[src/verilog/memBusPkg.sv]
`default_nettype none

package memBusPkg;

   // Bus word and byte-lane mask widths
   localparam int wordWidth = 32;
   localparam int maskWidth = wordWidth / 8;

   // Core to memory
   typedef struct packed {
      logic [wordWidth-1:0] addr;
      logic [wordWidth-1:0] wdata;
      // One bit per byte lane, nonzero means write
      logic [maskWidth-1:0] wmask;
      // One-cycle read request
      logic                 rstrb;
   } memReq_t;

   // Memory to core
   typedef struct packed {
      logic [wordWidth-1:0] rdata;
      logic                 rbusy;
      logic                 wbusy;
   } memRsp_t;

endpackage

`default_nettype wire

[src/verilog/rvIsaPkg.sv]
`default_nettype none

package rvIsaPkg;

   // Data word width
   localparam int xlen = 32;

   // Register number
   typedef logic [4:0] regIdx_t;

   // Major opcodes, instruction bits 6 to 2
   localparam logic [4:0] opLoad   = 5'b00000;
   localparam logic [4:0] opAluImm = 5'b00100;
   localparam logic [4:0] opAuipc  = 5'b00101;
   localparam logic [4:0] opStore  = 5'b01000;
   localparam logic [4:0] opAluReg = 5'b01100;
   localparam logic [4:0] opLui    = 5'b01101;
   localparam logic [4:0] opBranch = 5'b11000;
   localparam logic [4:0] opJalr   = 5'b11001;
   localparam logic [4:0] opJal    = 5'b11011;
   localparam logic [4:0] opSystem = 5'b11100;

   // Latched instruction, bits 1 and 0 are always 11 in RV32I
   typedef logic [31:2] instr_t;

   // Decoded instruction
   typedef struct packed {
      logic       isLoad;
      logic       isAluImm;
      logic       isAuipc;
      logic       isStore;
      logic       isAluReg;
      logic       isLui;
      logic       isBranch;
      logic       isJalr;
      logic       isJal;
      logic       isSystem;
      logic       isAlu;
      regIdx_t    rdId;
      // funct3Is[n] set when funct3 == n
      logic [7:0] funct3Is;
      // Instr bit 30, SUB and SRA
      logic       arith;
      // Instr bit 5, register form of ALU ops
      logic       regForm;
   } decoded_t;

   // The five immediate formats, all sign extended
   typedef struct packed {
      logic [xlen-1:0] i;
      logic [xlen-1:0] s;
      logic [xlen-1:0] b;
      logic [xlen-1:0] j;
      logic [xlen-1:0] u;
   } imms_t;

endpackage

`default_nettype wire
[src/verilog/coreControl.sv]
`default_nettype none
`timescale 1ns/10ps

module coreControl #(
   parameter logic [31:0] resetAddr  = 32'h0000_0000,
   parameter int unsigned cycleWidth = 32
) (
   input  logic                            clk,
   input  logic                            resetn,
   input  memBusPkg::memRsp_t              memRsp,
   input  rvIsaPkg::decoded_t              dec,
   input  rvIsaPkg::imms_t                 imms,
   input  logic [rvIsaPkg::xlen-1:0]       aluPlus,
   input  logic [rvIsaPkg::xlen-1:0]       aluOut,
   input  logic [rvIsaPkg::xlen-1:0]       loadData,
   input  logic [rvIsaPkg::xlen-1:0]       wdata,
   input  logic [memBusPkg::maskWidth-1:0] storeMask,
   input  logic                            takeBranch,
   output rvIsaPkg::instr_t                instr,
   output logic [rvIsaPkg::xlen-1:0]       pc,
   output logic                            rdEn,
   output logic                            wbEn,
   output logic [rvIsaPkg::xlen-1:0]       wbData,
   output memBusPkg::memReq_t              memReq
);

   import rvIsaPkg::*;
   import memBusPkg::*;

   // One-hot state bit positions
   localparam int fetchBit   = 0;
   localparam int waitInstrBit = 1;
   localparam int executeBit = 2;
   localparam int waitMemBit = 3;

   logic [3:0]            state;
   logic [cycleWidth-1:0] cycles;
   logic [xlen-1:0]       cycleWord;
   logic [xlen-1:0]       pcPlus4;
   logic [xlen-1:0]       pcNext;
   logic                  needToWait;
   logic                  inStore;

   assign pcPlus4 = pc + 32'd4;
   // Jump target from the adder, bit 0 cleared for JALR
   assign pcNext  = takeBranch ? {aluPlus[xlen-1:1], 1'b0} : pcPlus4;
   assign needToWait = dec.isLoad | dec.isStore;

   // Narrow counter zero extended to the word
   assign cycleWord = xlen'(cycles);

   // Write-back source, one group active at a time
   assign wbData = (dec.isSystem              ? cycleWord : '0) |
                   (dec.isLui                 ? imms.u    : '0) |
                   (dec.isAlu                 ? aluOut    : '0) |
                   (dec.isAuipc               ? aluPlus   : '0) |
                   (dec.isJal | dec.isJalr    ? pcPlus4   : '0) |
                   (dec.isLoad                ? loadData  : '0);

   // Branches and stores have no destination
   assign wbEn = ~(dec.isBranch | dec.isStore) & (state[executeBit] | state[waitMemBit]);
   // Sources latched when the fetched word is valid
   assign rdEn = state[waitInstrBit] & ~memRsp.rbusy;

   // Fetch at PC, prefetch next PC for non-memory ops, else the data address
   assign memReq.addr  = (state[fetchBit] | state[waitInstrBit])  ? pc     :
                         (state[executeBit] & ~needToWait)        ? pcNext :
                                                                    aluPlus;
   assign memReq.wdata = wdata;
   assign inStore      = (state[executeBit] | state[waitMemBit]) & dec.isStore;
   assign memReq.wmask = {maskWidth{inStore}} & storeMask;
   // Store is the only EXECUTE without a read
   assign memReq.rstrb = (state[executeBit] & ~dec.isStore) | state[fetchBit];

   always_ff @(posedge clk) begin
      if (!resetn) begin
         // Start by draining any pending memory access
         state <= 4'b1 << waitMemBit;
         pc    <= resetAddr;
         // Unknown opcode with rd zero, harmless write-back
         instr <= 30'd1;
      end else begin
         case (1'b1)
            state[waitInstrBit]: begin
               if (!memRsp.rbusy) begin
                  instr <= memRsp.rdata[31:2];
                  state <= 4'b1 << executeBit;
               end
            end
            state[executeBit]: begin
               pc    <= pcNext;
               state <= needToWait ? (4'b1 << waitMemBit) : (4'b1 << waitInstrBit);
            end
            state[waitMemBit]: begin
               if (!memRsp.rbusy && !memRsp.wbusy) begin
                  state <= 4'b1 << fetchBit;
               end
            end
            // FETCH
            default: begin
               state <= 4'b1 << waitInstrBit;
            end
         endcase
      end
   end

   // Free-running cycle counter
   always_ff @(posedge clk) begin
      if (!resetn) begin
         cycles <= '0;
      end else begin
         cycles <= cycles + 1'b1;
      end
   end

endmodule

`default_nettype wire

[src/verilog/execUnit.sv]
`default_nettype none
`timescale 1ns/10ps

module execUnit (
   input  rvIsaPkg::decoded_t        dec,
   input  rvIsaPkg::imms_t           imms,
   input  logic [rvIsaPkg::xlen-1:0] rs1,
   input  logic [rvIsaPkg::xlen-1:0] rs2,
   input  logic [rvIsaPkg::xlen-1:0] pc,
   output logic [rvIsaPkg::xlen-1:0] aluPlus,
   output logic [rvIsaPkg::xlen-1:0] aluOut,
   output logic                      takeBranch
);

   import rvIsaPkg::*;

   logic [xlen-1:0]   aluIn2;
   logic [xlen-1:0]   plusIn1;
   logic [xlen-1:0]   plusIn2;
   logic [xlen:0]     aluMinus;
   logic              lt;
   logic              ltu;
   logic              eq;
   logic [xlen-1:0]   rs1Rev;
   logic [xlen-1:0]   shiftIn;
   logic signed [xlen:0] shiftExt;
   logic [xlen-1:0]   shifter;
   logic [xlen-1:0]   leftShift;
   logic              predicate;

   // Second ALU operand is rs2 for register ops and branches
   assign aluIn2 = (dec.isAluReg | dec.isBranch) ? rs2 : imms.i;

   // Shared adder for ALU add, addresses and jump targets
   assign plusIn1 = (dec.isAlu | dec.isStore | dec.isLoad | dec.isJalr) ? rs1 : pc;
   assign plusIn2 = dec.isStore  ? imms.s :
                    dec.isJal    ? imms.j :
                    dec.isAuipc  ? imms.u :
                    dec.isBranch ? imms.b :
                    dec.isAluReg ? rs2    :
                                   imms.i;
   assign aluPlus = plusIn1 + plusIn2;

   // Borrow of the 33-bit subtract gives unsigned less-than
   assign aluMinus = {1'b0, rs1} - {1'b0, aluIn2};
   // Signs differ so rs1 negative means less
   assign lt  = (rs1[xlen-1] ^ aluIn2[xlen-1]) ? rs1[xlen-1] : aluMinus[xlen];
   assign ltu = aluMinus[xlen];
   assign eq  = (aluMinus[xlen-1:0] == '0);

   // Left shifts reuse the right shifter on reversed bits
   assign rs1Rev    = {<<{rs1}};
   assign shiftIn   = dec.funct3Is[1] ? rs1Rev : rs1;
   // Extra top bit carries the sign for SRA only
   assign shiftExt  = $signed({dec.arith & rs1[xlen-1], shiftIn}) >>> aluIn2[4:0];
   assign shifter   = shiftExt[xlen-1:0];
   assign leftShift = {<<{shifter}};

   always_comb begin
      case (1'b1)
         // SUB only in register form since bit 30 is an immediate bit for ADDI
         dec.funct3Is[0]: aluOut = (dec.arith & dec.regForm) ? aluMinus[xlen-1:0] : aluPlus;
         dec.funct3Is[1]: aluOut = leftShift;
         dec.funct3Is[2]: aluOut = {{(xlen-1){1'b0}}, lt};
         dec.funct3Is[3]: aluOut = {{(xlen-1){1'b0}}, ltu};
         dec.funct3Is[4]: aluOut = rs1 ^ aluIn2;
         // SRL and SRA
         dec.funct3Is[5]: aluOut = shifter;
         dec.funct3Is[6]: aluOut = rs1 | aluIn2;
         default:         aluOut = rs1 & aluIn2;
      endcase
   end

   // No branch uses funct3 2 or 3
   always_comb begin
      case (1'b1)
         dec.funct3Is[0]: predicate = eq;
         dec.funct3Is[1]: predicate = ~eq;
         dec.funct3Is[4]: predicate = lt;
         dec.funct3Is[5]: predicate = ~lt;
         dec.funct3Is[6]: predicate = ltu;
         dec.funct3Is[7]: predicate = ~ltu;
         default:         predicate = 1'b0;
      endcase
   end

   assign takeBranch = dec.isJal | dec.isJalr | (dec.isBranch & predicate);

endmodule

`default_nettype wire

[src/verilog/femtoCore.sv]
`default_nettype none
`timescale 1ns/10ps

module femtoCore #(
   parameter logic [31:0] resetAddr  = 32'h0000_0000,
   parameter int unsigned cycleWidth = 32
) (
   input  logic                clk,
   input  logic                resetn,
   output memBusPkg::memReq_t  memReq,
   input  memBusPkg::memRsp_t  memRsp
);

   import rvIsaPkg::*;

   instr_t          instr;
   decoded_t        dec;
   imms_t           imms;
   logic [xlen-1:0] rs1;
   logic [xlen-1:0] rs2;
   logic [xlen-1:0] pc;
   logic [xlen-1:0] aluPlus;
   logic [xlen-1:0] aluOut;
   logic            takeBranch;
   logic [xlen-1:0] loadData;
   logic [xlen-1:0] wdata;
   logic [3:0]      storeMask;
   logic            rdEn;
   logic            wbEn;
   logic [xlen-1:0] wbData;

   instrDecoder i_instrDecoder (
      .instr (instr),
      .dec   (dec),
      .imms  (imms)
   );

   // Source indices come straight from the incoming instruction word
   regFile i_regFile (
      .clk     (clk),
      .rdAddr1 (memRsp.rdata[19:15]),
      .rdAddr2 (memRsp.rdata[24:20]),
      .rdEn    (rdEn),
      .wrEn    (wbEn),
      .wrId    (dec.rdId),
      .wrData  (wbData),
      .rs1     (rs1),
      .rs2     (rs2)
   );

   execUnit i_execUnit (
      .dec        (dec),
      .imms       (imms),
      .rs1        (rs1),
      .rs2        (rs2),
      .pc         (pc),
      .aluPlus    (aluPlus),
      .aluOut     (aluOut),
      .takeBranch (takeBranch)
   );

   // Load/store address is the adder output
   loadStoreAlign i_loadStoreAlign (
      .dec       (dec),
      .addrLo    (aluPlus[1:0]),
      .rdata     (memRsp.rdata),
      .rs2       (rs2),
      .loadData  (loadData),
      .wdata     (wdata),
      .storeMask (storeMask)
   );

   coreControl #(
      .resetAddr  (resetAddr),
      .cycleWidth (cycleWidth)
   ) i_coreControl (
      .clk        (clk),
      .resetn     (resetn),
      .memRsp     (memRsp),
      .dec        (dec),
      .imms       (imms),
      .aluPlus    (aluPlus),
      .aluOut     (aluOut),
      .loadData   (loadData),
      .wdata      (wdata),
      .storeMask  (storeMask),
      .takeBranch (takeBranch),
      .instr      (instr),
      .pc         (pc),
      .rdEn       (rdEn),
      .wbEn       (wbEn),
      .wbData     (wbData),
      .memReq     (memReq)
   );

endmodule

`default_nettype wire

[src/verilog/instrDecoder.sv]
`default_nettype none
`timescale 1ns/10ps

module instrDecoder (
   input  rvIsaPkg::instr_t   instr,
   output rvIsaPkg::decoded_t dec,
   output rvIsaPkg::imms_t    imms
);

   import rvIsaPkg::*;

   logic [4:0] opcode;

   assign opcode = instr[6:2];

   // One flag per major opcode
   assign dec.isLoad   = (opcode == opLoad);
   assign dec.isAluImm = (opcode == opAluImm);
   assign dec.isAuipc  = (opcode == opAuipc);
   assign dec.isStore  = (opcode == opStore);
   assign dec.isAluReg = (opcode == opAluReg);
   assign dec.isLui    = (opcode == opLui);
   assign dec.isBranch = (opcode == opBranch);
   assign dec.isJalr   = (opcode == opJalr);
   assign dec.isJal    = (opcode == opJal);
   assign dec.isSystem = (opcode == opSystem);
   assign dec.isAlu    = dec.isAluImm | dec.isAluReg;

   assign dec.rdId     = instr[11:7];
   // One-hot funct3 keeps the ALU and branch muxes flat
   assign dec.funct3Is = 8'b0000_0001 << instr[14:12];
   assign dec.arith    = instr[30];
   // Set for OP, clear for OP-IMM
   assign dec.regForm  = instr[5];

   // Immediates in RISC-V bit order, sign bit is instr[31]
   assign imms.i = {{21{instr[31]}}, instr[30:20]};
   assign imms.s = {{21{instr[31]}}, instr[30:25], instr[11:7]};
   assign imms.b = {{20{instr[31]}}, instr[7], instr[30:25], instr[11:8], 1'b0};
   assign imms.j = {{12{instr[31]}}, instr[19:12], instr[20], instr[30:21], 1'b0};
   // Upper immediate, low 12 bits zero
   assign imms.u = {instr[31:12], 12'b0};

endmodule

`default_nettype wire

[src/verilog/loadStoreAlign.sv]
`default_nettype none
`timescale 1ns/10ps

module loadStoreAlign (
   input  rvIsaPkg::decoded_t                dec,
   input  logic [1:0]                        addrLo,
   input  logic [rvIsaPkg::xlen-1:0]         rdata,
   input  logic [rvIsaPkg::xlen-1:0]         rs2,
   output logic [rvIsaPkg::xlen-1:0]         loadData,
   output logic [rvIsaPkg::xlen-1:0]         wdata,
   output logic [memBusPkg::maskWidth-1:0]   storeMask
);

   logic        byteAccess;
   logic        halfAccess;
   logic        isUnsigned;
   logic [15:0] loadHalf;
   logic [7:0]  loadByte;
   logic        loadSign;

   // funct3[1:0] gives the size, 00 byte and 01 halfword
   assign byteAccess = dec.funct3Is[0] | dec.funct3Is[4];
   assign halfAccess = dec.funct3Is[1] | dec.funct3Is[5];
   // funct3[2] set means zero extension
   assign isUnsigned = |dec.funct3Is[7:4];

   // Halfword by bit 1, then byte within it by bit 0
   assign loadHalf = addrLo[1] ? rdata[31:16] : rdata[15:0];
   assign loadByte = addrLo[0] ? loadHalf[15:8] : loadHalf[7:0];
   assign loadSign = ~isUnsigned & (byteAccess ? loadByte[7] : loadHalf[15]);

   assign loadData = byteAccess ? {{24{loadSign}}, loadByte} :
                     halfAccess ? {{16{loadSign}}, loadHalf} :
                                  rdata;

   // Low bytes copied to every lane they can land in
   // The mask then picks the lane that is written
   assign wdata[7:0]   = rs2[7:0];
   assign wdata[15:8]  = addrLo[0] ? rs2[7:0] : rs2[15:8];
   assign wdata[23:16] = addrLo[1] ? rs2[7:0] : rs2[23:16];
   assign wdata[31:24] = addrLo[0] ? rs2[7:0] :
                         addrLo[1] ? rs2[15:8] :
                                     rs2[31:24];

   always_comb begin
      if (byteAccess) begin
         // One lane per byte offset
         storeMask = 4'b0001 << addrLo;
      end else if (halfAccess) begin
         storeMask = addrLo[1] ? 4'b1100 : 4'b0011;
      end else begin
         storeMask = 4'b1111;
      end
   end

endmodule

`default_nettype wire

[src/verilog/regFile.sv]
`default_nettype none
`timescale 1ns/10ps

module regFile (
   input  logic                     clk,
   input  rvIsaPkg::regIdx_t        rdAddr1,
   input  rvIsaPkg::regIdx_t        rdAddr2,
   input  logic                     rdEn,
   input  logic                     wrEn,
   input  rvIsaPkg::regIdx_t        wrId,
   input  logic [rvIsaPkg::xlen-1:0] wrData,
   output logic [rvIsaPkg::xlen-1:0] rs1,
   output logic [rvIsaPkg::xlen-1:0] rs2
);

   import rvIsaPkg::*;

   // All registers power up at zero
   logic [xlen-1:0] regs [32] = '{default: '0};

   always_ff @(posedge clk) begin
      // x0 is never written so it reads zero
      if (wrEn && (wrId != '0)) begin
         regs[wrId] <= wrData;
      end
      // Sources latched as the instruction arrives
      if (rdEn) begin
         rs1 <= regs[rdAddr1];
         rs2 <= regs[rdAddr2];
      end
   end

endmodule

`default_nettype wire

[config.mk]
export PLATFORM = sky130hd
export DESIGN_NAME = femtoCore
export DESIGN_NICKNAME = d
export VERILOG_FILES = /design/src/verilog/memBusPkg.sv /design/src/verilog/rvIsaPkg.sv /design/src/verilog/coreControl.sv /design/src/verilog/execUnit.sv /design/src/verilog/femtoCore.sv /design/src/verilog/instrDecoder.sv /design/src/verilog/loadStoreAlign.sv /design/src/verilog/regFile.sv
export SDC_FILE = /design/constraint.sdc
export NUM_CORES = 2
export LEC_CHECK = 0
export BUFFER_PORTS_ARGS = -buffer_cell sky130_fd_sc_hd__buf_2
export CAP_MARGIN = 20
export CORE_MARGIN = 3
export CORE_UTILIZATION = 55
export CTS_BUF_LIST = sky130_fd_sc_hd__clkbuf_8
export CTS_CLUSTER_SIZE = 25
export DETAILED_ROUTE_END_ITERATION = 16
export GPL_TIMING_DRIVEN = 1
export PLACE_DENSITY = 0.76
export SLEW_MARGIN = 10
export SYNTH_ARGS = -nofsm -noshare
export SYNTH_HDL_FRONTEND = slang
export SYNTH_SLANG_ARGS = --single-unit
[constraint.sdc]
create_clock -name clk -period 8.8 [get_ports clk]
set_input_delay 1.32 -clock clk [delete_from_list [all_inputs] [get_ports clk]]
set_output_delay 1.32 -clock clk [all_outputs]
set_load 0.03 [all_outputs]
==> results.sh <==
export IMPL_status="completed"
export IMPL_relSlewSlack_pct=12.0
export IMPL_leakage_nw=24.4
export IMPL_yosysMostFrequentCell="edfxtp_1"
export IMPL_hold_path_class="reg -> reg"
export IMPL_ant_nets=0
export IMPL_grt_first_pass_wirelength_mm=346
export IMPL_cts_sink_count=1186
export IMPL_core_region_area_sq_mm=0.118
export IMPL_cp_cell_sequence="or3b_4, nor2_4, buf_6, nand2_1, nand2_1, inv_1, ha_2, nor2_1, and3_1, and3_2, or3_4, a21oi_4, o311ai_2, xnor2_1, buf_4, or4_1, nor4_2, nand4_1, a211o_4, a21oi_4, buf_12, mux2i_1, a2bb2oi_1, buf_2"
export IMPL_ys_warn_count=0
export IMPL_globalRouteTotalUtil_pct=39.4
export IMPL_path_clk_slew_ns=0.07
export IMPL_multi_input_area_sq_mm=0.0299
export IMPL_rsz0062_at_grt="false"
export IMPL_syn_to_final_growth_pct=10.8
export IMPL_place_congestion=1.10
export IMPL_min_period_ns=8.51
export IMPL_drtPass1Iterations=8
export IMPL_netlist_area_sq_mm=0.0658
export IMPL_viasPerCell=7.30
export IMPL_num_vias=47380
export IMPL_wl_mm=245
export IMPL_die_area_sq_mm=0.124
export IMPL_ys_flop_type="edfxtp_1"
export IMPL_tritoncts="yes"
export IMPL_root_buffer="clkbuf_8"
export IMPL_fin_crit_sh_pct=96.8
export IMPL_synth_seq_cells=1186
export IMPL_fmax_mhz=117
export IMPL_syn_avg_cell_area_sq_um=14.4
export IMPL_netlist_instances=4581
export IMPL_crit_slowest_cell="ha_2"
export IMPL_drv_cap=0
export IMPL_num_fill_cells=8609
export IMPL_seqCellArea_sq_mm=0.0346
export IMPL_numCtsBuffers=188
export IMPL_postCtsHoldBufs=0
export IMPL_crit_path_max_fanout=26
export IMPL_drive_gt1_share_pct=29.6
export IMPL_arrival_ns=7.19
export IMPL_cp_required_ns=7.48
export IMPL_worst_path_buf_inv=5
export IMPL_yosysSeqAreaShare_pct=52.6
export IMPL_io_pins=105
export IMPL_max_stage_delay_ns=0.50
export IMPL_synthDistinctLibCells=95
export IMPL_antenna_found_initial=18
export IMPL_grt_max_degree=123
export IMPL_synth_area_leaders="edfxtp_1, mux4_2, dfxtp_1"
export IMPL_synth_common_cells="edfxtp_1, mux4_2, nand2_1"
export IMPL_synth_edf_count=1088
export IMPL_insertion_delay_ns=0.95
export IMPL_drt_drc_violations_left=0
export IMPL_io_buffer_count=104
export IMPL_tightest_slew_ns=1.32
export IMPL_finalSetupTns_ns=0
export IMPL_initial_core_util_pct=55.6
export IMPL_drt_first_iter_violations=7890
export IMPL_crit_family="simple AND/OR/NAND/NOR gates"
export IMPL_end_kind="output pin"
export IMPL_power_density_mw_per_mm2=175
export IMPL_die_h_um=352
export IMPL_path_class="reg -> out"
export IMPL_die_w_um=352
export IMPL_cts_buffer_depth=3
export IMPL_setup_violations_final=0
export IMPL_yosys_area_top_type="edfxtp_1"
export IMPL_vdd_ir_drop_worst_mv=0.115
export IMPL_finalHoldViolCount=0
export IMPL_cp_start_kind="register"
export IMPL_grt_overflow=0
export IMPL_synthArstFlopShare_pct=0
export IMPL_place_hpwl_mm=162
export IMPL_rows=126
export IMPL_clock_skew_final_ns=0.108
export IMPL_synth_top_area_share_pct=49.6
export IMPL_total_power_mw=12.7
export IMPL_nets=4887
export IMPL_maxSlewViolCount=0
export IMPL_wl_per_cell_um=37.7
export IMPL_h_tree_depth=4
export IMPL_grt_pass1_vias=46451
-- path summary, 6_finish.rpt --
check | from | to | slack (ns) | depth (start not counted)
worst max-delay path | i_coreControl.instr[0]$_SDFFE_PN1P_ | memReq[60] | 0.29 | 24
worst min register to register | i_coreControl.cycleWord[0]$_SDFF_PN0_ | i_coreControl.cycleWord[0]$_SDFF_PN0_ | 0.48 | 1
worst max register to register | i_coreControl.instr[2]$_SDFFE_PN0P_ | i_regFile.regs[16][18]$_DFFE_PP_ | 1.50 | 23
worst min-delay path | i_coreControl.cycleWord[0]$_SDFF_PN0_ | i_coreControl.cycleWord[0]$_SDFF_PN0_ | 0.48 | 1
-- metrics by stage --
| step | hold WS, ns | setup WS, ns | instances | cell area [sq um] | util, % |
|---|---|---|---|---|---|
| floorplan | 0.425 | 1.11 | 4612 | 66000 | - |
| global placement | 0.443 | 0.675 | 6126 | 68900 | 58.2 |
| detailed placement | 0.467 | 0.538 | 6129 | 68900 | 58.2 |
| CTS | 0.481 | 0.0358 | 6470 | 72700 | 61.4 |
| global route | 0.501 | 0.0472 | 6478 | 72900 | 61.6 |
| finish | 0.476 | 0.285 | 6490 | 72900 | 61.6 |
-- report_power, final --
part	internal [mW]	switching (mW)	leakage, nW
registers	6.20	0.0859	10.7
clock network	2.48	2.26	2.02
logic	0.654	1.07	11.7
total	9.33	3.42	24.4
-- logic make-up after synthesis --
| kind of cell | after synthesis | synth area share [%] |
|---|---|---|
| XOR/XNOR | 108 | 1.46 |
| buffers and inverters | 505 | 2.97 |
| other | 1 | 0.00570 |
| flip-flops | 1186 | 52.6 |
| AND/OR/NAND/NOR | 912 | 6.30 |
| adder cells (fa/ha/maj) | 124 | 2.37 |
| multiplexers | 885 | 26.1 |
| AO/OA/AOI/OAI | 860 | 8.20 |
-- layout make-up --
cell class	instances	share of cell area (%)
antenna	15	0.0515
clock buffer	195	3.68
clock inverter	143	1.43
inverter	138	0.714
multi-input combinational	2921	41.0
sequential	1186	47.5
tap	1600	2.74
timing repair buffer	292	2.91
-- sequential cells by signal, indices dropped and copies added, names as in the netlist --
register / count
i_regFile.regs: 1024
i_regFile.rs1: 32
i_regFile.rs2: 32
i_coreControl.pc: 32
i_coreControl.state: 4
i_coreControl.cycleWord: 32
i_coreControl.instr: 30
-- placed cells by master (no fill, tap or decap), types with 96 or more instances in the layout --
| cell type | count |
|---|---|
| a21oi_1 | 275 |
| nand2_1 | 356 |
| nor2_1 | 212 |
| ha_1 | 122 |
| o21ai_0 | 186 |
| clkbuf_8 | 195 |
| mux2_2 | 133 |
| edfxtp_1 | 1088 |
| buf_4 | 175 |
| mux4_2 | 652 |
| buf_2 | 96 |
| inv_1 | 168 |
-- timing repair --
action                                  4_1_cts  5_1_grt
cloned                                        1        0
buffers inserted                              2        0
pin swaps                                     1        4
hold endpoints to repair                      0        0
endpoints found under the setup margin       32       32
gates resized for setup                      13       22
-- layer usage --
layer,track usage (%),vias to the layer above,wire (um)
met1,52.0,23758,84800
met5,0,-,34
met4,25.3,4,18900
li1,-,18715,-
met2,56.9,3967,107000
met3,12.5,936,33900
(Power assumes the default switching activity.)
